<file path="src/common/forth_config.svh">
/*
 * Forth core configuration
 * Sizes of the cell, stacks, ROM, dictionary and queues,
 * and the serial bit divider
 */
`ifndef FORTH_CONFIG_SVH
`define FORTH_CONFIG_SVH

// Data path
`define CELL_WIDTH 32
`define DSTACK_DEPTH 16

// Program and dictionary storage
`define ROM_DEPTH 64
`define DICT_DEPTH 32
`define QUEUE_DEPTH 16

// Clocks per serial bit, 8 for simulation
// On the board use clock frequency / 19200, e.g. 2604 at 50 MHz
`define UART_BIT_DIV 8

`endif

</file>
<file path="src/common/forth_pkg.sv">
/*
 * Forth core types
 * Vector types for cells, ROM addresses, stack pointers, characters
 * and LEDs, plus the opcode set of the inner interpreter
 */
`include "forth_config.svh"

package forth_pkg;

	// One stack or ROM cell
	typedef logic [`CELL_WIDTH-1:0] cell_t;
	// Boot ROM address, also used as execution token
	typedef logic [$clog2(`ROM_DEPTH)-1:0] rom_addr_t;
	typedef logic [$clog2(`DSTACK_DEPTH)-1:0] dptr_t;
	typedef logic [7:0] byte_t;
	// Red, blue, green from MSB down
	typedef logic [2:0] led_t;

	// Opcodes live in the low bits of a ROM cell
	typedef enum logic [3:0] {
		op_lit,
		op_branch,
		op_0branch,
		op_dup,
		op_drop,
		op_plus,
		op_minus,
		op_negate,
		op_zero_equal,
		op_zero_less_than,
		op_emit,
		op_io_led,
		op_execute,
		op_number
	} op_e;

endpackage

</file>
<file path="src/uart/uart_rx.sv">
/*
 * UART receiver
 * 8N1 frames at a fixed bit divider, sampled mid-bit, LSB first.
 * A received byte is held as valid until it is taken.
 */
`timescale 1ns/1ns
`include "forth_config.svh"

module uart_rx import forth_pkg::*; (
	input  logic  clk,
	input  logic  reset,
	input  logic  rx,
	output logic  rx_valid,
	output byte_t rx_data,
	input  logic  rx_take
);

	localparam int div_w = $clog2(`UART_BIT_DIV);
	localparam logic [div_w-1:0] div_last = div_w'(`UART_BIT_DIV - 1);
	localparam logic [div_w-1:0] div_half = div_w'(`UART_BIT_DIV / 2);

	logic [1:0] rx_sync;
	logic busy;
	logic [div_w-1:0] div_cnt;
	// 0 start, 1..8 data, 9 stop
	logic [3:0] bit_cnt;
	byte_t shift_reg;

	assign rx_data = shift_reg;

	always_ff @(posedge clk) begin
		if (!reset) begin
			rx_sync <= 2'b11;
			busy <= 1'b0;
			rx_valid <= 1'b0;
			div_cnt <= '0;
			bit_cnt <= '0;
		end
		else begin
			rx_sync <= {rx_sync[0], rx};
			if (rx_valid) begin
				// Line ignored until the byte is taken
				if (rx_take)
					rx_valid <= 1'b0;
			end
			else if (!busy) begin
				if (!rx_sync[1]) begin
					busy <= 1'b1;
					// Half a bit to the middle of the start bit
					div_cnt <= div_half;
					bit_cnt <= '0;
				end
			end
			else if (div_cnt != div_last) begin
				div_cnt <= div_cnt + 1'b1;
			end
			else begin
				div_cnt <= '0;
				bit_cnt <= bit_cnt + 1'b1;
				if (bit_cnt == 4'd0) begin
					// Glitch, not a start bit
					if (rx_sync[1])
						busy <= 1'b0;
				end
				else if (bit_cnt <= 4'd8) begin
					shift_reg <= {rx_sync[1], shift_reg[7:1]};
				end
				else begin
					busy <= 1'b0;
					rx_valid <= 1'b1;
				end
			end
		end
	end

endmodule

</file>
<file path="config.mk">
export PLATFORM = sky130hd
export DESIGN_NAME = uart_rx
export DESIGN_NICKNAME = d
export VERILOG_FILES = /design/src/common/forth_pkg.sv /design/src/uart/uart_rx.sv
export VERILOG_INCLUDE_DIRS = /design/src /design/src/common
export SDC_FILE = /design/constraint.sdc
export NUM_CORES = 1
export LEC_CHECK = 0
export CAP_MARGIN = 20
export CORE_MARGIN = 4
export CORE_UTILIZATION = 52
export CTS_CLUSTER_DIAMETER = 100
export CTS_CLUSTER_SIZE = 16
export DETAILED_ROUTE_END_ITERATION = 8
export DONT_BUFFER_PORTS = 1
export PLACE_DENSITY = 0.69
export SYNTH_ARGS = -nofsm -noshare
export SYNTH_HDL_FRONTEND = slang
export SYNTH_SLANG_ARGS = --single-unit
</file>
<file path="constraint.sdc">
create_clock -name clk -period 2.2 [get_ports clk]
set_input_delay 0.11 -clock clk [delete_from_list [all_inputs] [get_ports clk]]
set_output_delay 0.11 -clock clk [all_outputs]
set_load 0.02 [all_outputs]
</file>
# [After elaboration in Yosys (flattened, before gate mapping)]
# Cells that the tools add are included.
# Widths: inputs -> output; s select.
[op_classes] addsub=2 magnitude_cmp=1 n_eq_ne=3 n_mux=17 n_bitwise=3 reduce_logical=4
[op_table] operator="$mux 4" n=3
[op_table] operator="$mux 1" n=11
[op_table] operator="$mux 3" n=3
[op_table] operator="$reduce_and 6->1" n=1
[op_table] operator="$add 4x1->4 const B" n=1
[op_table] operator="$le 4x4->1 const B" n=1
[op_table] operator="$logic_not 4->1" n=1
[op_table] operator="$add 3x1->3 const B" n=1
[op_table] operator="$ne 3x3->1 const B" n=1
[op_table] operator="$not 1->1" n=3
[op_table] operator="$reduce_and 3->1" n=1
[op_table] operator="$ne 2x1->1 const B" n=1
[op_table] operator="$ne 2x2->1 const B" n=1
[op_table] operator="$reduce_and 2->1" n=1
[word_totals] ff_bits=19 input_bits=4 output_inout_bits=9 elab_cells=36

# [Logic depth before layout (Yosys ltp)]
[logic_depth] word_depth=6 depth_mapped=6 depth_no_buf=5

# [Worst setup path before layout]
# No wires, ideal clock.
[synth_path] path_kind="register -> register" start="register div_cnt[0]" end="register shift_reg[0] (netlist: rx_data[0]), enable pin" setup_ps=395 arrival_time_ps=1740 required_ps=1805 path_slack_ps=65 path_stages_with_launch=6 n_path_buf=1 period_less_slack_ps=2135 cell_sequence="dfxtp_1 > ha_1 > ha_1 > clkbuf_2 > inv_1 > nor4_1"
[synth_via] elab_chain_cells=3
[synth_rtl] element="from (decl)" line="uart_rx.sv:24" source="logic [div_w-1:0] div_cnt;"
[synth_rtl] element="from (signal assigned)" line="uart_rx.sv:50" source="div_cnt <= div_half;"
[synth_rtl] element="from (signal assigned)" line="uart_rx.sv:55" source="div_cnt <= div_cnt + 1'b1;"
[synth_rtl] element="$ne 3x3->1" line="uart_rx.sv:54" source="else if (div_cnt != div_last) begin"
[synth_rtl] element="$not 1->1 (no source line)"
[synth_rtl] element="$reduce_and 6->1 (no source line)"
[synth_rtl] element="to (signal assigned)" line="uart_rx.sv:66" source="shift_reg <= {rx_sync[1], shift_reg[7:1]};"
[synth_rtl] element="to (decl)" line="uart_rx.sv:27" source="byte_t shift_reg;"
# No other way between the ends.
# A chain may end at the register's enable or synchronous reset.

# [Worst setup path in the final report]
[layout_path] start="register div_cnt[0]" end="register shift_reg[5] (netlist: rx_data[5]), enable pin"
# The elaborated chain is that of the path after synthesis.

==> impl_metrics.env <==
export IMPL_status="complete, no violations"
export IMPL_r2r_start="div_cnt[0]$_SDFFE_PN0P_"
export IMPL_crit_type="reg2reg"
export IMPL_setup_ws_ps=470.8
export IMPL_synth_top_area_share_pct=29.54
export IMPL_grt_remaining_overflow=0
export IMPL_start_util_pct=54.62
export IMPL_final_nets=89
export IMPL_worstSetupStartpointType="flip-flop"
export IMPL_async_reset_ff_share_pct=0
export IMPL_clock_sinks=19
export IMPL_fin_skew_ps=2.878
export IMPL_placedCellCount=89
export IMPL_synthCells=73
export IMPL_syn_area_um2=813.3
export IMPL_rows=14
export IMPL_drtAntennaViolNets=0
export IMPL_fill_cells=125
export IMPL_dp_slack_ps=488.2
export IMPL_cp_required_ps=2230
export IMPL_rr_worst_depth=5
export IMPL_synth_cell_types=28
export IMPL_hold_class="in2reg"
export IMPL_cts_repair_resized=0
export IMPL_synth_most_common_cell="dfxtp_1"
export IMPL_die_x_um=47.55
export IMPL_final_setup_viol_count=0
export IMPL_fmax_mhz=578.3
export IMPL_fin_cells=96
export IMPL_power_leakage_nw=0.3185
export IMPL_place_gp_congestion=0.7330
export IMPL_power_per_cell_area_nw_per_um2=645.2
export IMPL_h_tree_depth=1
export IMPL_worstMarginPinSlew_ps=312.5
export IMPL_firstDrtPassIters=4
export IMPL_grt_pass1_wl_mm=2.497
export IMPL_critPathCaptureType="flip-flop"
export IMPL_avgRoutedWirePerCell_um=15.14
export IMPL_synthFlopType="dfxtp_1"
export IMPL_max_slew_margin_rel_pct=79.14
export IMPL_holdPathStages=2
export IMPL_drv_slew=0
export IMPL_grt_usage_pct=16.71
export IMPL_ioPinCount=13
export IMPL_die_area_um2=2261
export IMPL_ys_top_cells_by_area="edfxtp_1 (30%), dfxtp_1 (27%), ha_1 (6.2%), o21ai_0 (6.2%), a21oi_1 (3.7%)"
export IMPL_core_area_um2=1489
export IMPL_dr_total_vias=577
export IMPL_fp_dieH_um=47.55
export IMPL_hold_viol_final=0
export IMPL_syn2layout_area_growth_pct=10.62
export IMPL_routed_via_density=6.010
export IMPL_clkLatencyLatePin_ps=300
export IMPL_grt_max_degree=15
export IMPL_wl_mm=1.453
export IMPL_ir_worst_vdd_v=0.0005090
export IMPL_rsz0062_at_grt="no"
export IMPL_cts_buffers=3
export IMPL_synth_seq_area_share_pct=56.62
export IMPL_yosys_area_top_type="edfxtp_1"
export IMPL_clockBufferDepth=2
export IMPL_tns_ps=0
export IMPL_cp_max_fo=10
export IMPL_startpoint="div_cnt[0]$_SDFFE_PN0P_"
export IMPL_clk_pin_slew_ps=110
export IMPL_min_delay_start="reset"
export IMPL_min_period_ps=1729
export IMPL_drtIter0Drc=8
export IMPL_synth_seq_cells=19
export IMPL_synth_nets=81
export IMPL_worstPathArrival_ps=1760
export IMPL_yosysWarnings=0
export IMPL_final_period_utilization_pct=78.60
export IMPL_hold_buffers=3
export IMPL_diodes=0
export IMPL_antenna_found_initial=0
export IMPL_grt_pass1_vias=540
export IMPL_drc=0
export IMPL_drive_above_1_share_pct=11.25
export IMPL_worst_hold_slack_ps=79.40
export IMPL_synth_commonest_cells="dfxtp_1 (11), o21ai_0 (10), edfxtp_1 (8)"
export IMPL_syn_avg_cell_area_um2=11.14
export IMPL_root_buffer="clkbuf_4"
export IMPL_hpwl_um=966.2
export IMPL_io_buffers=0
export IMPL_drv_cap=0
export IMPL_cts_tree="done"
export IMPL_synth_edf_count=8
export IMPL_post_cts_buffers=0
-- report_power, final --
group          total (mW)  internal (mW)  switching, mW
logic              0.0238         0.0116         0.0122
registers           0.375          0.370        0.00496
clock network       0.182         0.0694          0.113
-- logic make-up (layout without fill, tap and decap cells) --
logic type                 after synthesis  in the layout  synth area share, %
AOI/OAI and AO/OA                       22             22                16.00
and+or+nand+nor                         20             20                15.85
DFF                                     19             19                56.62
buffers and inverters                    6             13                2.922
adders and majority gates                4              4                6.154
xor gates and xnor gates                 1              1                1.077
muxes                                    1              1                1.385
-- per-layer routing --
layer  global-route usage [%]  vias to the layer above  part of all wire [%]
met5                        0                        -                     0
met4                    9.677                        0                   2.9
met3                    4.887                        5                   3.6
met2                    26.47                       11                    49
met1                    20.14                      280                    44
li1                         -                      281                     -
-- stage by stage --
step	power [mW]	cell area, um2	util [%]
2_1_floorplan	0.3956	813.3	-
3_3_place_gp	0.4009	839.6	56.39
3_5_place_dp	0.4010	839.6	56.39
4_1_cts	0.5854	899.6	60.42
5_1_grt	0.6103	899.6	60.42
6_report	0.5805	899.6	60.42
-- final timing paths --
path | to | slack, ps
worst max-delay path | rx_data[5]$_DFFE_PP_ | 470
worst min-delay path | bit_cnt[1]$_SDFFE_PN0P_ | 80
worst max register to register | rx_data[5]$_DFFE_PP_ | 470
worst min register to register | rx_sync[1]$_SDFF_PN1_ | 430
-- layout by cell type (no fill, tap or decap) --
cell / instances
a2111o_1: 1
a21boi_0: 1
a21oi_1: 6
a31oi_1: 2
and2b_1: 2
and3b_1: 1
buf_4: 2
clkbuf_4: 3
clkinvlp_4: 1
dfxtp_1: 11
dlygate4sd3_1: 3
edfxtp_1: 8
ha_1: 4
inv_1: 4
mux2_2: 1
nand2_1: 1
nand2b_1: 4
nand2b_2: 1
nand3_1: 1
nand4_1: 1
nor2_1: 2
nor2b_1: 3
nor3b_1: 1
nor4_1: 1
nor4bb_1: 1
o211ai_1: 1
o21ai_0: 10
o221a_2: 1
or3_1: 1
xnor2_1: 1
-- state kept, by name (all words and copies together) (netlist names) --
signal / cells
rx_data: 8
div_cnt: 3
rx_sync: 2
rx_valid: 1
bit_cnt: 4
busy: 1
-- worst max-delay path, stage by stage (launching register included) --
cell and delay [ps]:
dfxtp_1 370, ha_1 160, ha_1 300, inv_1 120, nor4_1 280, buf_4 210
-- layout make-up --
cell class / count / area, um2 / share of cell area, %
multi-input combinational: 48 / 329.1 / 36.58
clock inverter: 1 / 7.507 / 0.8345
timing repair buffer: 5 / 45.04 / 5.007
sequential: 19 / 460.4 / 51.18
inverter: 4 / 15.01 / 1.669
clock buffer: 3 / 22.52 / 2.503
tap: 16 / 20.02 / 2.225
Power figures use the tool's default switching activity.
