===== src/common/forth_config.svh =====
/*
 * Forth core configuration
 * Sizes of the cell, stacks, ROM, dictionary and queues,
 * and the serial bit divider
 */
`ifndef FORTH_CONFIG_SVH
`define FORTH_CONFIG_SVH

// Data path
`define CELL_WIDTH 32
`define DSTACK_DEPTH 16

// Program and dictionary storage
`define ROM_DEPTH 64
`define DICT_DEPTH 32
`define QUEUE_DEPTH 16

// Clocks per serial bit, 8 for simulation
// On the board use clock frequency / 19200, e.g. 2604 at 50 MHz
`define UART_BIT_DIV 8

`endif


===== src/common/forth_pkg.sv =====
/*
 * Forth core types
 * Vector types for cells, ROM addresses, stack pointers, characters
 * and LEDs, plus the opcode set of the inner interpreter
 */
`include "forth_config.svh"

package forth_pkg;

	// One stack or ROM cell
	typedef logic [`CELL_WIDTH-1:0] cell_t;
	// Boot ROM address, also used as execution token
	typedef logic [$clog2(`ROM_DEPTH)-1:0] rom_addr_t;
	typedef logic [$clog2(`DSTACK_DEPTH)-1:0] dptr_t;
	typedef logic [7:0] byte_t;
	// Red, blue, green from MSB down
	typedef logic [2:0] led_t;

	// Opcodes live in the low bits of a ROM cell
	typedef enum logic [3:0] {
		op_lit,
		op_branch,
		op_0branch,
		op_dup,
		op_drop,
		op_plus,
		op_minus,
		op_negate,
		op_zero_equal,
		op_zero_less_than,
		op_emit,
		op_io_led,
		op_execute,
		op_number
	} op_e;

endpackage


===== src/verilog/inner_interp.sv =====
/*
 * Forth inner interpreter
 * Fetch/execute unit over a constant boot ROM and a circular data
 * stack. Takes tokens and numbers from the outer interpreter, prints
 * through the UART transmitter and drives the LEDs.
 */
`timescale 1ns/1ns
`include "forth_config.svh"

module inner_interp import forth_pkg::*; (
	input  logic      clk,
	input  logic      reset,
	input  logic      xt_valid,
	input  rom_addr_t xt_data,
	output logic      xt_take,
	input  cell_t     num_data,
	output logic      num_take,
	output logic      tx_send,
	output byte_t     tx_data,
	input  logic      tx_busy,
	output led_t      led
);

	rom_addr_t pc;
	cell_t ir;
	op_e op;
	cell_t operand;
	rom_addr_t target;
	cell_t dstack [`DSTACK_DEPTH];
	dptr_t dp;
	dptr_t dp_up;
	dptr_t dp_down;
	cell_t tos;
	cell_t nos;
	logic tx_seen_busy;

	////////////////////////////////////////////////////////////
	// Boot program
	function automatic cell_t boot_rom(input rom_addr_t addr);
		case (addr)
			// Wait for the next token
			0:  return cell_t'(op_execute);
			// Error word, prints ?
			1:  return cell_t'(op_lit);
			2:  return cell_t'("?");
			3:  return cell_t'(op_emit);
			4:  return cell_t'(op_branch);
			5:  return cell_t'(0);
			// red
			6:  return cell_t'(op_lit);
			7:  return cell_t'(4);
			8:  return cell_t'(op_io_led);
			9:  return cell_t'(op_branch);
			10: return cell_t'(0);
			// green
			11: return cell_t'(op_lit);
			12: return cell_t'(1);
			13: return cell_t'(op_io_led);
			14: return cell_t'(op_branch);
			15: return cell_t'(0);
			// blue
			16: return cell_t'(op_lit);
			17: return cell_t'(2);
			18: return cell_t'(op_io_led);
			19: return cell_t'(op_branch);
			20: return cell_t'(0);
			// Push a queued digit
			21: return cell_t'(op_number);
			22: return cell_t'(op_branch);
			23: return cell_t'(0);
			// . signed digit and a space
			24: return cell_t'(op_dup);
			25: return cell_t'(op_zero_less_than);
			26: return cell_t'(op_0branch);
			27: return cell_t'(32);
			28: return cell_t'(op_lit);
			29: return cell_t'("-");
			30: return cell_t'(op_emit);
			31: return cell_t'(op_negate);
			32: return cell_t'(op_lit);
			33: return cell_t'("0");
			34: return cell_t'(op_plus);
			35: return cell_t'(op_emit);
			36: return cell_t'(op_lit);
			37: return cell_t'(" ");
			38: return cell_t'(op_emit);
			39: return cell_t'(op_branch);
			40: return cell_t'(0);
			// + and -
			41: return cell_t'(op_plus);
			42: return cell_t'(op_branch);
			43: return cell_t'(0);
			44: return cell_t'(op_minus);
			45: return cell_t'(op_branch);
			46: return cell_t'(0);
			default: return cell_t'(op_execute);
		endcase
	endfunction

	assign ir = boot_rom(pc);
	assign op = op_e'(ir[3:0]);
	// Inline cell after lit, branch and 0branch
	assign operand = boot_rom(pc + 1'b1);
	assign target = operand[$bits(rom_addr_t)-1:0];
	assign dp_up = dp + 1'b1;
	assign dp_down = dp - 1'b1;
	assign tos = dstack[dp];
	assign nos = dstack[dp_down];

	// Pops happen in the same cycle as the request
	assign xt_take = op == op_execute && xt_valid;
	assign num_take = op == op_number;

	////////////////////////////////////////////////////////////
	always_ff @(posedge clk) begin
		if (!reset) begin
			pc <= '0;
			dp <= '0;
			tx_send <= 1'b0;
			tx_seen_busy <= 1'b0;
			led <= '1;
		end
		else begin
			pc <= pc + 1'b1;
			case (op)
				op_lit: begin
					dstack[dp_up] <= operand;
					dp <= dp_up;
					pc <= pc + 2'd2;
				end
				op_branch: pc <= target;
				op_0branch: begin
					dp <= dp_down;
					pc <= (tos == '0) ? target : pc + 2'd2;
				end
				op_dup: begin
					dstack[dp_up] <= tos;
					dp <= dp_up;
				end
				op_drop: dp <= dp_down;
				op_plus: begin
					dstack[dp_down] <= nos + tos;
					dp <= dp_down;
				end
				op_minus: begin
					dstack[dp_down] <= nos - tos;
					dp <= dp_down;
				end
				op_negate: dstack[dp] <= -tos;
				op_zero_equal: dstack[dp] <= (tos == '0) ? '1 : '0;
				op_zero_less_than: dstack[dp] <= tos[`CELL_WIDTH-1] ? '1 : '0;
				op_emit: begin
					// Hold here for the whole frame
					pc <= pc;
					if (!tx_send) begin
						tx_send <= 1'b1;
						tx_data <= tos[7:0];
						dp <= dp_down;
					end
					else if (tx_busy) begin
						tx_seen_busy <= 1'b1;
					end
					else if (tx_seen_busy) begin
						tx_send <= 1'b0;
						tx_seen_busy <= 1'b0;
						pc <= pc + 1'b1;
					end
				end
				op_io_led: begin
					// Set bit lights the LED, outputs are active low
					led <= ~tos[2:0];
					dp <= dp_down;
				end
				op_execute: pc <= xt_valid ? xt_data : pc;
				op_number: begin
					dstack[dp_up] <= num_data;
					dp <= dp_up;
				end
				default: ;
			endcase
		end
	end

endmodule


===== config.mk =====
export PLATFORM = sky130hd
export DESIGN_NAME = inner_interp
export DESIGN_NICKNAME = d
export VERILOG_FILES = /design/src/common/forth_pkg.sv /design/src/verilog/inner_interp.sv
export VERILOG_INCLUDE_DIRS = /design/src /design/src/common
export SDC_FILE = /design/constraint.sdc
export NUM_CORES = 1
export LEC_CHECK = 0
export BUFFER_PORTS_ARGS = -buffer_cell sky130_fd_sc_hd__buf_2
export CAP_MARGIN = 0
export CORE_MARGIN = 4
export CORE_UTILIZATION = 58
export DETAILED_ROUTE_END_ITERATION = 12
export PLACE_DENSITY_LB_ADDON = 0.08
export SLEW_MARGIN = 20
export SYNTH_ARGS = -nofsm -noshare
export SYNTH_HDL_FRONTEND = slang
export SYNTH_MEMORY_MAX_BITS = 65536
export SYNTH_SLANG_ARGS = --single-unit

===== constraint.sdc =====
create_clock -name clk -period 7.45 [get_ports clk]
set_clock_uncertainty 0.05 [all_clocks]
set_input_delay 1.1175 -clock clk [delete_from_list [all_inputs] [get_ports clk]]
set_output_delay 1.1175 -clock clk [all_outputs]
set_load 0.005 [all_outputs]

== Word-level counts from Yosys, hierarchy flattened ==
Memories as Yosys holds them, arrays and structs flattened. A register that Yosys moved wholly into a read port is not among the register bits.
Index checks and enable logic that the tools add are counted.
Word-level totals
  flip-flop bits (word level): 23
  bits in latches: 0
  bits in writable memories: 512
  ROM bits: 768
  input bits: 42
  output and inout port bits: 14
  logic and storage cells: 106
  memories kept: 3
Operators by class
  $add $sub $neg: 7
  multipliers: 0
  divide/modulo/power cells: 0
  magnitude comparators: 0
  eq/ne operators: 18
  shifts and indexed selects: 0
  mux-type cells: 53
  bitwise gates (word level): 7
  reduce and logical (&&, ||, !) cells: 12
Memory list
  dstack: words 16, bits a word 32, rd ports 2, clocked after Yosys merged registers in 1, wr ports 1, RTL line inner_interp.sv:29  | cell_t dstack [`DSTACK_DEPTH];
  (name not given): words 64, bits a word 6, rd ports 1, clocked after Yosys merged registers in 0, wr ports 0, RTL line inner_interp.sv:40  | case (addr)
  (name not given): words 64, bits a word 6, rd ports 1, clocked after Yosys merged registers in 1, wr ports 0, RTL line inner_interp.sv:40
Operators by type and width (count)
  $mux 32: 9
  $reduce_or 32->1: 2
  $mux 6: 7
  $add 32x32->32: 1
  $logic_not 32->1: 1
  $neg 32->32: 1
  $sub 32x32->32: 1
  $mux 1: 30
  $pmux 6 s5: 1
  $eq 4x4->1 const B: 6
  $mux 4: 5
  $eq 4x3->1 const B: 4
  $pmux 4 s3: 1
  $ne 2x2->1 const B: 5
  $eq 4x2->1 const B: 2
  $add 6x1->6 const B: 1
  $add 6x2->6 const B: 1
  $or 1x1->1: 5
  $reduce_or 5->1: 1
  $add 4x1->4 const B: 1
  $eq 4x1->1 const B: 1
  $logic_not 4->1: 1
  $reduce_and 2->1: 2
  $reduce_and 4->1: 1
  7 further kinds: 7

== Depth between registers and ports, before layout ==
  depth in word-level cells: 8
  gate-level depth with buffers: 29
  depth with buffers taken out: 22

== Worst setup path after synthesis ==
OpenSTA, ideal clock, no wires.
  path kind: flip-flop to flip-flop
  start point: register dp[0]
  end point: memory dstack[0][28] (netlist name) (data pin)
  setup time: 0.291 ns
  arrival time: 7.167 ns
  required time: 7.109 ns
  setup slack: -0.059 ns
  stages on the path, launching flop included: 24
  cells stage by stage: dfxtp_1 -> clkbuf_1 -> clkbuf_1 -> buf_1 -> inv_1 -> ha_1 -> clkbuf_1 -> clkbuf_1 -> clkbuf_1 -> mux4_2 -> mux4_2 -> fa_1 -> a21o_1 -> a21o_1 -> a2111oi_0 -> nor4b_1 -> o21ai_0 -> a21oi_1 -> or3_1 -> a31o_2 -> a21oi_1 -> xnor2_1 -> nand2_1 -> a21oi_1
On the way
  word-level cells in the longest chain between the ends: 6
  elaborated cells on any way between the ends: 7
  classes of those cells: 3 x add/sub; 3 x mux; 1 x memory
RTL lines
  from (decl): RTL line inner_interp.sv:30  | dptr_t dp;
  from (signal assigned): RTL line inner_interp.sv:128  | dp <= dp_up;
  from (signal assigned): RTL line inner_interp.sv:133  | dp <= dp_down;
  from (signal assigned): RTL line inner_interp.sv:138  | dp <= dp_up;
  $sub 4x1->4 *: RTL line inner_interp.sv:106  | assign dp_down = dp - 1'b1;
  $mem_v2 16x32 *
  $add 32x32->32 or $sub 32x32->32 (tied branches): RTL line inner_interp.sv:142, inner_interp.sv:146
  $mux 32 (no source line) * (3 in a row)
  to (decl): RTL line inner_interp.sv:29
Every way passes the cells marked *; elsewhere a longest branch is shown, timed or not.

==> metrics.cfg <==
[place]
placed_area_sq_um = 31300
gp_congestion = 0.897
io_buffers = 55
dp_hpwl_um = 55500

[critical_path]
cp-start-kind = flop
crit_top_cell = a21o_1
reg2reg_to = dstack[8][31]$_DFFE_PP_
cpPeakStageDelay_ns = 0.72
crit_required_ns = 7.73
crit_chain = mux4_2 > mux4_2 > or2_1 > or3_4 > nor2_4 > nand3_1 > nor4_1 > nor2_1 > xnor2_1 > ha_1 > a21o_1 > a21o_1 > a21o_1 > a21o_1 > a21o_1 > a21oi_1 > a21oi_1 > o31a_1 > a211oi_1 > o31ai_1 > xnor2_1 > a21oi_2
rrSetupSlack_ns = 0.39
timing.setup.critical_path_class = flop to flop
r2r.worst_path.cells = 22
cp_slowest_cell = dfxtp_4
arrival_ns = 7.34
critPathMaxFanout = 22
critPathCaptureType = flop

[synth]
synth-seq-area-share = 0.542
synth.avg_cell_area_sq_um = 15.3
async_flop_share = 0
synthCells = 1942
ys_types = 89
synthTopCellsByArea = edfxtp_1 53%, mux4_2 22%, ha_1 1.9%
synth-edff-count = 520
synth_nets = 2030
syn-cell-area_sq_um = 29600
synth_ff_type = edfxtp_1
synth_top_area_share = 0.527
yosys.area.top_type = edfxtp_1
synth_seq_cells = 543
yosys_warnings = 0

[cells_and_area]
stdcell_area_sq_um = 33100
layout_commonest_cell = edfxtp_1
final_nets = 2128
synthToLayoutAreaGrowth_pct = 11.6
antenna_cells = 0
final_cell_mix = 520 x edfxtp_1, 292 x mux4_2, 113 x nand2_1, 104 x a21oi_1, 104 x buf_4
fillers = 3542
drive_gt1_frac = 0.285

[timing]
rsz0062_at_grt = false
hold-worst-slack_ns = 0.412
slew_headroom = 0.240
layout_min_cycle_time_ns = 7.06
worstMarginPinSlew_ns = 1.14
maxSlewViolCount = 0
final.setup.tns_ns = 0
hold_viol = 0
setup_viol_count_final = 0
timing.final.crit_share = 0.947
max_clock_freq_mhz = 142

[clock_tree]
numCtsBuffers = 55
cts_tree = yes
clockRootBuffer = clkbuf_16
clock_latency_ns = 0.63
htree_levels = 2
cts_hold_buf = 0
clk_pin_slew_ns = 0.06
clockBufferDepth = 3
cts_sinks = 543

[min_path]
min_to = tx_seen_busy$_SDFFE_PN0P_
whs_path_depth = 2
hold_path.class = flop to flop
hp-start = tx_seen_busy$_SDFFE_PN0P_

[routing]
vias = 19606
drt_pass1_iterations = 6
routed_via_density = 7.13
drc_errors = 0
dr.first_iter.drc_count = 2339
ant_nets = 0
postRouteWirelength_um = 86200
wl_per_cell_um = 31.3

[grt]
first_global_vias = 19485
grt_max_degree = 48
grt_pass1_wl_um = 127000
track_usage = 0.318
gr-total-overflow = 0
antenna_found_initial = 1

[floorplan]
num_rows = 82
core_sq_um = 50400
die_w_um = 234
die_h_um = 234
io_pins = 56
die_area_sq_um = 54800
start_util = 0.588

[run]
drv_cap = 0

[outcome]
outcome = finished clean

## critical path: cells and delay by family, from the launching register on
| kind | cells | cell delay, ns |
|---|---|---|
| AOI/OAI and AO/OA | 11 | 2.61 |
| and+or+nand+nor | 6 | 1.61 |
| muxes | 2 | 1.21 |
| DFF | 1 | 0.72 |
| xor gates and xnor gates | 2 | 0.32 |
| adders and majority gates | 1 | 0.25 |
## Yosys cell counts, types with 9 or more instances
cell type / instances
nor3_1: 27
o211ai_1: 9
xnor2_1: 61
o21ai_0: 47
nand2_1: 113
ha_1: 45
edfxtp_1: 520
nor4_1: 11
mux2i_1: 37
a22oi_1: 36
dfxtp_1: 23
a21oi_1: 106
nor2b_1: 12
mux4_2: 292
inv_1: 32
buf_2: 15
buf_4: 9
nand3_1: 27
clkbuf_1: 82
or3_1: 18
o21ai_1: 9
nand2b_1: 12
a31oi_1: 11
a211oi_1: 10
nor2_1: 117
a221oi_1: 37
buf_1: 13
xor2_1: 36
a21o_1: 21
## stage by stage
| stage | util | setup WS (ns) | cells |
|---|---|---|---|
| after floorplan | - | 0.196 | 1942 |
| after global placement | 0.619 | 0.449 | 2650 |
| after detailed placement | 0.622 | 0.220 | 2654 |
| after CTS | 0.656 | 0.118 | 2749 |
| after global routing | 0.656 | 0.00807 | 2750 |
| final | 0.656 | 0.393 | 2750 |
## kinds of logic (layout without fill, tap and decap cells)
| logic type | count (synthesis) | in the layout | synth area share |
|---|---|---|---|
| mux | 333 | 333 | 0.236 |
| buf+inv | 162 | 298 | 0.0250 |
| fa+ha+maj | 46 | 46 | 0.0197 |
| compound gates | 363 | 363 | 0.0819 |
| simple gates | 397 | 397 | 0.0656 |
| flops | 543 | 543 | 0.542 |
| xor+xnor | 98 | 98 | 0.0294 |
## how the worst max path moves through the flow
| stage | startpoint | to | slack, ns |
|---|---|---|---|
| final | flop | dstack[8][31]$_DFFE_PP_ | 0.39 |
| after global routing | flop | dstack[3][30]$_DFFE_PP_ | 0.008 |
| after CTS | flop | dstack[8][31]$_DFFE_PP_ | 0.12 |
| after detailed placement | flop | dstack[13][31]$_DFFE_PP_ | 0.22 |
| after global placement | flop | dstack[15][31]$_DFFE_PP_ | 0.45 |
| after floorplan | dp[0]$_SDFFE_PN0N_ | dstack[0][28]$_DFFE_PP_ | 0.20 |
## routing by layer
| layer | vias to the layer above | part of all wire | track usage |
|---|---|---|---|
| li1 | 8166 | - | - |
| met1 | 9941 | 0.38 | 0.450 |
| met2 | 1294 | 0.47 | 0.500 |
| met3 | 205 | 0.12 | 0.0746 |
| met4 | 0 | 0.034 | 0.0982 |
| met5 | - | 0 | 0 |
## flip-flops by register name (all words and copies together) (netlist names), named ones only
register      cells
ir                4
dstack          512
pc                6
tx_data           8
led               3
tx_send           1
tx_seen_busy      1
dp                4
## layout make-up
type	count	area, sq um	share of cell area
repair buffers	168	1270	0.0385
inverters	35	134	0.00405
clock inverters	19	233	0.00704
flip-flops and latches	543	16100	0.487
multi-input cells	1237	13000	0.394
clock buffers	76	1480	0.0446
well taps	672	841	0.0254
## what timing repair did
item | CTS | global route
endpoints found under the hold margin | 0 | 0
resized for setup | 0 | 1
buffers inserted | 0 | 0
endpoints found under the setup margin | 0 | 16
Power is not shown: default switching activity piles up to over one toggle a cycle in this logic, so the estimate is an artifact.
