**src/common/forth_config.svh**
```systemverilog
/*
 * Forth core configuration
 * Sizes of the cell, stacks, ROM, dictionary and queues,
 * and the serial bit divider
 */
`ifndef FORTH_CONFIG_SVH
`define FORTH_CONFIG_SVH

// Data path
`define CELL_WIDTH 32
`define DSTACK_DEPTH 16

// Program and dictionary storage
`define ROM_DEPTH 64
`define DICT_DEPTH 32
`define QUEUE_DEPTH 16

// Clocks per serial bit, 8 for simulation
// On the board use clock frequency / 19200, e.g. 2604 at 50 MHz
`define UART_BIT_DIV 8

`endif

```
**src/common/forth_pkg.sv**
```systemverilog
/*
 * Forth core types
 * Vector types for cells, ROM addresses, stack pointers, characters
 * and LEDs, plus the opcode set of the inner interpreter
 */
`include "forth_config.svh"

package forth_pkg;

	// One stack or ROM cell
	typedef logic [`CELL_WIDTH-1:0] cell_t;
	// Boot ROM address, also used as execution token
	typedef logic [$clog2(`ROM_DEPTH)-1:0] rom_addr_t;
	typedef logic [$clog2(`DSTACK_DEPTH)-1:0] dptr_t;
	typedef logic [7:0] byte_t;
	// Red, blue, green from MSB down
	typedef logic [2:0] led_t;

	// Opcodes live in the low bits of a ROM cell
	typedef enum logic [3:0] {
		op_lit,
		op_branch,
		op_0branch,
		op_dup,
		op_drop,
		op_plus,
		op_minus,
		op_negate,
		op_zero_equal,
		op_zero_less_than,
		op_emit,
		op_io_led,
		op_execute,
		op_number
	} op_e;

endpackage

```
**src/uart/uart_tx.sv**
```systemverilog
/*
 * UART transmitter
 * Sends one 8N1 frame per assertion of send, LSB first,
 * busy for the whole frame
 */
`timescale 1ns/1ns
`include "forth_config.svh"

module uart_tx import forth_pkg::*; (
	input  logic  clk,
	input  logic  reset,
	input  logic  tx_send,
	input  byte_t tx_data,
	output logic  tx,
	output logic  tx_busy
);

	localparam int div_w = $clog2(`UART_BIT_DIV);
	localparam logic [div_w-1:0] div_last = div_w'(`UART_BIT_DIV - 1);

	logic [div_w-1:0] div_cnt;
	logic [3:0] bit_cnt;
	byte_t shift_reg;
	// Frame done, wait for send to drop
	logic sent;

	always_ff @(posedge clk) begin
		if (!reset) begin
			tx <= 1'b1;
			tx_busy <= 1'b0;
			sent <= 1'b0;
			div_cnt <= '0;
			bit_cnt <= '0;
		end
		else if (!tx_busy) begin
			div_cnt <= '0;
			bit_cnt <= '0;
			if (!tx_send) begin
				sent <= 1'b0;
			end
			else if (!sent) begin
				// Start bit, byte captured here
				tx_busy <= 1'b1;
				tx <= 1'b0;
				shift_reg <= tx_data;
			end
		end
		else if (div_cnt != div_last) begin
			div_cnt <= div_cnt + 1'b1;
		end
		else begin
			div_cnt <= '0;
			bit_cnt <= bit_cnt + 1'b1;
			if (bit_cnt < 4'd8) begin
				tx <= shift_reg[0];
				shift_reg <= shift_reg >> 1;
			end
			else if (bit_cnt == 4'd8) begin
				tx <= 1'b1;
			end
			else begin
				// End of stop bit
				tx_busy <= 1'b0;
				sent <= 1'b1;
			end
		end
	end

endmodule

```
**config.mk**
```make
export PLATFORM = sky130hd
export DESIGN_NAME = uart_tx
export DESIGN_NICKNAME = d
export VERILOG_FILES = /design/src/common/forth_pkg.sv /design/src/uart/uart_tx.sv
export VERILOG_INCLUDE_DIRS = /design/src /design/src/common
export SDC_FILE = /design/constraint.sdc
export NUM_CORES = 1
export LEC_CHECK = 0
export ABC_AREA = 1
export BUFFER_PORTS_ARGS = -buffer_cell sky130_fd_sc_hd__buf_2
export CORE_MARGIN = 2
export CORE_UTILIZATION = 57
export DETAILED_ROUTE_END_ITERATION = 10
export PLACE_DENSITY_LB_ADDON = 0.25
export SYNTH_ARGS = -nofsm -noshare
export SYNTH_HDL_FRONTEND = slang
export SYNTH_SLANG_ARGS = --single-unit
```
**constraint.sdc**
```tcl
create_clock -name clk -period 4.5 [get_ports clk]
set_input_delay 0.675 -clock clk [delete_from_list [all_inputs] [get_ports clk]]
set_output_delay 0.675 -clock clk [all_outputs]
set_load 0.01 [all_outputs]
```
== After elaboration in Yosys (flattened, before gate mapping) ==
Cells that the tools add are included.

* $add $sub $neg: 2
* $lt $le $gt $ge: 1
* Equality and inequality tests: 9
* Multiplexer cells: 22
* Reductions and logical operators: 6

{| class="wikitable"
|+ Operator list
! operator !! number
|-
| 8-bit 2-to-1 mux || 5
|-
| 1-bit 2-to-1 mux || 17
|-
| 2-bit != test (second input constant) || 4
|-
| 4-bit AND reduction || 2
|-
| 5-bit AND reduction || 1
|-
| 4-bit by 1-bit adder with 4-bit output (second input constant) || 1
|-
| 4-bit == test (second input constant) || 1
|-
| 4-bit < comparator (second input constant) || 1
|-
| 2-bit by 1-bit != test with 1-bit output (second input constant) || 2
|-
| 3-bit by 1-bit adder with 3-bit output (second input constant) || 1
|-
| 3-bit by 1-bit != test with 1-bit output (second input constant) || 1
|-
| 3-bit != test (second input constant) || 1
|-
| 3-bit AND reduction || 1
|-
| 2-bit AND reduction || 1
|-
| 2-bit nonzero test || 1
|}

* Register bits: 18
* Input port bits: 11
* Word-level logic and storage cells: 46

== Longest topological paths before layout ==
Gate-level depths: netlist of run 1.

* Depth in word-level cells: 5
* Depth in mapped cells: 7
* Gate-level depth less buffers: 7

== Worst setup path after synthesis of run 1 ==
OpenSTA, ideal clock, no wires.

* Path type: input to register
* From: input tx_send
* To: register shift_reg[0], enable pin
* Arrival: 1.560 ns
* Data required time: 4.117 ns
* Path slack: 2.557 ns
* Stages: 4
* Path buffers: 0
* Cells stage by stage: inv_1 -> o21bai_1 -> nand2_1 -> nor3_1

* Word-level cells in the longest chain between the ends: 2

{| class="wikitable"
|+ RTL lines
! item !! line !! text
|-
| start, declared || uart_tx.sv:12 || <nowiki>input logic tx_send,</nowiki>
|-
| 2-bit nonzero test (no source line) || n/a ||
|-
| 5-bit AND reduction (no source line) || n/a ||
|-
| end signal, assigned || uart_tx.sv:45 || <nowiki>shift_reg <= tx_data;</nowiki>
|-
| end signal, assigned || uart_tx.sv:56 || <nowiki>shift_reg <= shift_reg >> 1;</nowiki>
|-
| end, declared || uart_tx.sv:23 || <nowiki>byte_t shift_reg;</nowiki>
|}

No other way between the ends.
A chain may end at the register's enable or synchronous reset.

== Worst setup path after layout of run 1 ==
* From: register tx_busy
* To: register shift_reg[1], enable pin

* Word-level cells in the longest chain between the ends: 2
* Elaborated cells on any way between the ends: 5
* Those cells by class: 3 x eq/ne; 2 x reduce/logical

{| class="wikitable"
|+ RTL lines
! item !! line !! text
|-
| start, declared || uart_tx.sv:15 || <nowiki>output logic tx_busy</nowiki>
|-
| start signal, assigned || uart_tx.sv:30 || <nowiki>tx_busy <= 1'b0;</nowiki>
|-
| start signal, assigned || uart_tx.sv:43 || <nowiki>tx_busy <= 1'b1;</nowiki>
|-
| start signal, assigned || uart_tx.sv:63 || <nowiki>tx_busy <= 1'b0;</nowiki>
|-
| 2-bit by 1-bit != test with 1-bit output (no source line) (tied with other cells) || n/a ||
|-
| 5-bit AND reduction (no source line) (*) || n/a ||
|}

Mark *: on every way between the ends. The rest lies on a longest branch, timed or not.

==> flow_metrics.env, run 1 <==
export IMPL_worstReg2RegStart="tx_busy"
export IMPL_cp_slowest_stage_delay_ns=0.82
export IMPL_critPathLaunchType="flip-flop"
export IMPL_peakVddDrop_mv=0.204
export IMPL_ctsHoldBuffers=0
export IMPL_globalRoute_totalOverflow=0
export IMPL_htreeDepth=1
export IMPL_yosysWarningCount=0
export IMPL_hold_depth=1
export IMPL_setup_viol_count_final=0
export IMPL_setup_ws_ns=2.33
export IMPL_drc=0
export IMPL_run_status="finished clean"
export IMPL_ys_flop_type="dfxtp_1"
export IMPL_syn_inst=93
export IMPL_numCtsBuffers=3
export IMPL_fin_tns_setup_ns=0
export IMPL_maxSlewHeadroom=0.286
export IMPL_rr_worst_depth=3
export IMPL_cts_root_buf="clkbuf_4"
export IMPL_synth_area_top_cells="edfxtp_1 (29%), dfxtp_1 (25%), nand2_1 (14%), ha_1 (6.1%), inv_1 (4.6%)"
export IMPL_hold_class="flip-flop to flip-flop"
export IMPL_leakagePower_nw=0.419
export IMPL_synthesis_area_um2=817
export IMPL_grt_total_usage=0.174
export IMPL_cts_resized=0
export IMPL_port_buffers=12
export IMPL_ios=13
export IMPL_avgSynthCellArea_um2=8.79
export IMPL_final_util=0.691
export IMPL_postCtsSetupBuffers=0
export IMPL_grt_pass1_wl_um=2370
export IMPL_path_cells="o21bai_1 > nand2_1 > nor3_1"
export IMPL_antenna_found_initial=0
export IMPL_clk_latency_ns=0.29
export IMPL_synth_seq_cells=18
export IMPL_worstPathArrival_ns=2.08
export IMPL_fin_skew_ns=0.00857
export IMPL_post_route_cell_area_um2=911
export IMPL_synth_edf_count=8
export IMPL_finalNetCount=124
export IMPL_drt_total_wl_um=1270
export IMPL_synth_top_cell_by_area="edfxtp_1"
export IMPL_grt_max_degree=15
export IMPL_dieArea_mm2=0.00175
export IMPL_endpoint_kind="flip-flop"
export IMPL_rows=13
export IMPL_drive_above_1_share=0.204
export IMPL_min_period_over_period=0.481
export IMPL_start_util=0.620
export IMPL_dp_slack_ns=2.19
export IMPL_path_class="flip-flop to flip-flop"
export IMPL_slowest_stage="nor3_1"
export IMPL_gp_congestion=0.768
export IMPL_drt_initial_drc_count=10
export IMPL_fmax_mhz=462
export IMPL_cts_sinks=18
export IMPL_syn2layout_area_growth_pct=11.5
export IMPL_worstHoldStart="div_cnt[0]"
export IMPL_vias_per_cell=4.98
export IMPL_dpl_cell_area_um2=885
export IMPL_crit_path_max_fanout=14
export IMPL_synthesis_nets=108
export IMPL_r2r_end="shift_reg[1]"
export IMPL_async_flop_share=0
export IMPL_holdPathEnd="div_cnt[0]"
export IMPL_yosysMostFrequentCell="nand2_1"
export IMPL_cts_clk_slew_worst_paths_ns=0.10
export IMPL_maxCapViolCount=0
export IMPL_rsz0062_at_grt="false"
export IMPL_worst_pin_slew_ns=1.06
export IMPL_diodes=0
export IMPL_finalHoldViolCount=0
export IMPL_fp_dieW_um=41.9
export IMPL_whs_ns=0.432
export IMPL_cts_tree="yes"
export IMPL_synth_seq_area_share=0.539
export IMPL_synth_commonest_cells="nand2_1 (31), dfxtp_1 (10), inv_1 (10)"
export IMPL_cts_path_max_buffers=2
export IMPL_grt_pass1_vias=613
export IMPL_via_count=613
export IMPL_r2r_slack_ns=2.33
export IMPL_hpwl_um=949
export IMPL_ant_nets=0
export IMPL_die_h_um=41.9
export IMPL_yosysUniqueCellTypes=22
export IMPL_drt_first_pass_iters=4
export IMPL_maxSlewViolCount=0
export IMPL_cellPowerDensity_mw_per_mm2=318
export IMPL_wl_per_cell_um=10.3
export IMPL_synth_top_area_share=0.294
export IMPL_largest_reg_flops=8
export IMPL_coreArea_mm2=0.00132
export IMPL_layout_min_cycle_time_ns=2.17
export IMPL_critPathRequiredTime_ns=4.41
[worst max path at each step]
stage / slack, ns / start / end
4_1_cts: 2.32 / tx_busy / shift_reg[1]
6_report: 2.33 / tx_busy / shift_reg[1]
2_1_floorplan: 2.56 / tx_send / shift_reg[0]
3_3_place_gp: 2.25 / tx_send / shift_reg[7]
5_1_grt: 2.13 / tx_busy / shift_reg[1]
3_5_place_dp: 2.19 / tx_send / shift_reg[7]
[cells by family after synthesis]
group	synth area share
compound gates	0.0613
fa+ha+maj	0.0613
buf+inv	0.0750
flops	0.539
simple gates	0.263
[worst max-delay path: cells and delay by family, from the launching register on]
kind	cells	cell delay, ns
and+or+nand+nor	2	0.92
DFF	1	0.64
AOI/OAI and AO/OA	1	0.22
[stage by stage]
stage	cells	power [mW]
finish	123	0.290
global route	123	0.305
CTS	123	0.293
detailed placement	119	0.213
global placement	119	0.211
floorplan	93	0.204
[where the power goes]
group / total, mW / leakage [nW] / internal [mW] / switching [mW]
Clock: 0.0808 / 0.0150 / 0.0344 / 0.0464
Sequential: 0.183 / 0.157 / 0.179 / 0.00439
Combinational: 0.0255 / 0.247 / 0.0106 / 0.0149
[cell type report]
type                            instances  area [µm²]
Sequential cell                        18         440
Fill cell                             116         407
Multi-Input combinational cell         62         315
Timing Repair Buffer                   12        60.1
Inverter                               12        50.0
Clock buffer                            4        26.3
Tap cell                               15        18.8
[metal layers]
layer / global-route usage / vias up / share of wire
li1: - / 325 / -
met5: 0 / - / 0
met1: 0.215 / 273 / 0.46
met3: 0.0391 / 2 / 0.037
met4: 0.0710 / 0 / 0.0039
met2: 0.291 / 13 / 0.50
[cell usage in the layout, fill, tap and decap left out, types with 2 or more instances in the layout]
master / n
nand2_1: 31
buf_2: 12
inv_1: 10
dfxtp_1: 10
nor2_1: 9
edfxtp_1: 8
ha_1: 4
a21oi_1: 3
nand3_1: 3
clkbuf_4: 3
nor3_1: 2
(Power assumes the default switching activity.)
==> inputs of run 2 (changes only) <==
--- a/config.mk
+++ b/config.mk
@@ -9,7 +9,7 @@
 export ABC_AREA = 1
 export BUFFER_PORTS_ARGS = -buffer_cell sky130_fd_sc_hd__buf_2
 export CORE_MARGIN = 2
-export CORE_UTILIZATION = 57
+export CORE_UTILIZATION = 48
 export DETAILED_ROUTE_END_ITERATION = 10
 export PLACE_DENSITY_LB_ADDON = 0.25
 export SYNTH_ARGS = -nofsm -noshare
==> constraint.sdc (replaced) <==
create_clock -name clk -period 1.8 [get_ports clk]
set_input_delay 0.27 -clock clk [delete_from_list [all_inputs] [get_ports clk]]
set_output_delay 0.27 -clock clk [all_outputs]
set_load 0.01 [all_outputs]
==> run 2 against run 1 <==
Net effect: combinational power rose to 2.8 times the previous value; critical endpoint is now shift_reg[2]; clock-buffer cell count unchanged; clock power rose to 3.0 times the previous value; largest power group unchanged; clock skew down 0.0051 ns; flip-flop and latch count unchanged; core utilization down 8.7 points.
==> flow_metrics.env, run 2 (synthesized netlist as in run 1, its figures left out) <==
export IMPL_hold_depth=2
export IMPL_start_util=0.524
export IMPL_drt_initial_drc_count=19
export IMPL_rsz0062_at_grt="false"
export IMPL_cp_slowest_stage_delay_ns=0.35
export IMPL_drc=0
export IMPL_maxSlewViolCount=0
export IMPL_rr_worst_depth=5
export IMPL_final_common_cell="nand2_1"
export IMPL_drt_first_pass_iters=4
export IMPL_peakVddDrop_mv=0.423
export IMPL_coreArea_mm2=0.00156
export IMPL_vias_per_cell=4.82
export IMPL_critPathRequiredTime_ns=1.81
export IMPL_fmax_mhz=653
export IMPL_cts_tree="yes"
export IMPL_fin_tns_setup_ns=0
export IMPL_cts_root_buf="clkbuf_4"
export IMPL_postCtsSetupBuffers=0
export IMPL_drive_above_1_share=0.236
export IMPL_crit_path_max_fanout=8
export IMPL_gp_congestion=0.780
export IMPL_grt_total_usage=0.157
export IMPL_fin_skew_ns=0.00342
export IMPL_layout_min_cycle_time_ns=1.53
export IMPL_wl_per_cell_um=10.2
export IMPL_cpMostUsedCell="ha_1"
export IMPL_cts_resized=0
export IMPL_cellPowerDensity_mw_per_mm2=817
export IMPL_path_cells="ha_1 > ha_1 > nor2_2 > nor3_2 > buf_4"
export IMPL_port_buffers=12
export IMPL_path_class="flip-flop to flip-flop"
export IMPL_setup_viol_count_final=0
export IMPL_ant_nets=0
export IMPL_grt_max_degree=11
export IMPL_via_count=607
export IMPL_run_status="finished clean"
export IMPL_rows=14
export IMPL_ctsHoldBuffers=0
export IMPL_globalRoute_totalOverflow=0
export IMPL_cts_sinks=18
export IMPL_critPathLaunchType="flip-flop"
export IMPL_worstPathArrival_ns=1.54
export IMPL_syn2layout_area_growth_pct=15.3
export IMPL_grt_pass1_wl_um=2260
export IMPL_dieArea_mm2=0.00205
export IMPL_endpoint_kind="flip-flop"
export IMPL_grt_pass1_vias=586
export IMPL_maxSlewHeadroom=0.823
export IMPL_hold_class="input pin to flip-flop"
export IMPL_hpwl_um=958
export IMPL_die_h_um=45.3
export IMPL_clk_latency_ns=0.29
export IMPL_finalHoldViolCount=0
export IMPL_htreeDepth=1
export IMPL_cts_clk_slew_worst_paths_ns=0.10
export IMPL_diodes=0
export IMPL_largest_reg_flops=8
export IMPL_ios=13
export IMPL_final_cell_count_no_fill=126
export IMPL_min_period_over_period=0.850
export IMPL_maxCapViolCount=0
export IMPL_layout_common_cells="nand2_1 (31), buf_2 (12), inv_1 (10), dfxtp_1 (10), nor2_1 (9)"
export IMPL_drt_total_wl_um=1280
export IMPL_dp_cells=122
export IMPL_finalNetCount=126
export IMPL_fp_dieW_um=45.3
export IMPL_antenna_found_initial=0
export IMPL_numCtsBuffers=3
export IMPL_leakagePower_nw=0.438
export IMPL_slowest_stage="dfxtp_1"
export IMPL_cts_path_max_buffers=2
export IMPL_worst_pin_slew_ns=0.266
[run 2: cell count changes in the layout (fill, tap and decap cells not counted), sizes merged]
cell	delta
buf	+2
[run 2: critical path: cells and delay by family, from the launching register on]
family	cells	cell delay [ns]
fa+ha+maj	2	0.45
flops	1	0.35
simple gates	2	0.26
buf+inv	1	0.19
[run 2: power by group]
| group | total [mW] | switching (mW) | internal, mW |
|---|---|---|---|
| Clock | 0.243 | 0.120 | 0.123 |
| Sequential | 0.455 | 0.00764 | 0.447 |
| Combinational | 0.0724 | 0.0418 | 0.0306 |
| Total | 0.770 | 0.169 | 0.601 |
[run 2: layout make-up]
class	instances	area (µm²)
Fill cell	146	617
Sequential cell	18	440
Multi-Input combinational cell	62	320
Timing Repair Buffer	14	75.1
Inverter	12	50.0
Clock buffer	4	36.3
Tap cell	16	20.0
[run 2: final timing paths]
check,start,slack (ns),endpoint
setup reg to reg,div_cnt[0],0.27,shift_reg[2]
setup / recovery,div_cnt[0],0.27,shift_reg[2]
hold / removal,reset,0.22,tx
hold reg to reg,div_cnt[0],0.43,div_cnt[0]
[run 2: per-stage QoR]
step / util / total power, mW / hold slack [ns] / worst slack, ns / instance area [µm²]
floorplan: - / 0.510 / 0.355 / 0.219 / 822
global placement: 0.581 / 0.535 / 0.406 / 0.344 / 906
detailed placement: 0.581 / 0.537 / 0.423 / 0.287 / 906
CTS: 0.604 / 0.779 / 0.207 / 0.246 / 942
global route: 0.604 / 0.811 / 0.207 / 0.195 / 942
finish: 0.604 / 0.770 / 0.217 / 0.270 / 942
[run 2: routing by layer]
metal,up-vias,wire (µm),track usage
met3,2,38,0.0360
met2,10,612,0.269
met5,-,0,0
li1,329,-,-
met4,0,18,0.0882
met1,266,615,0.178
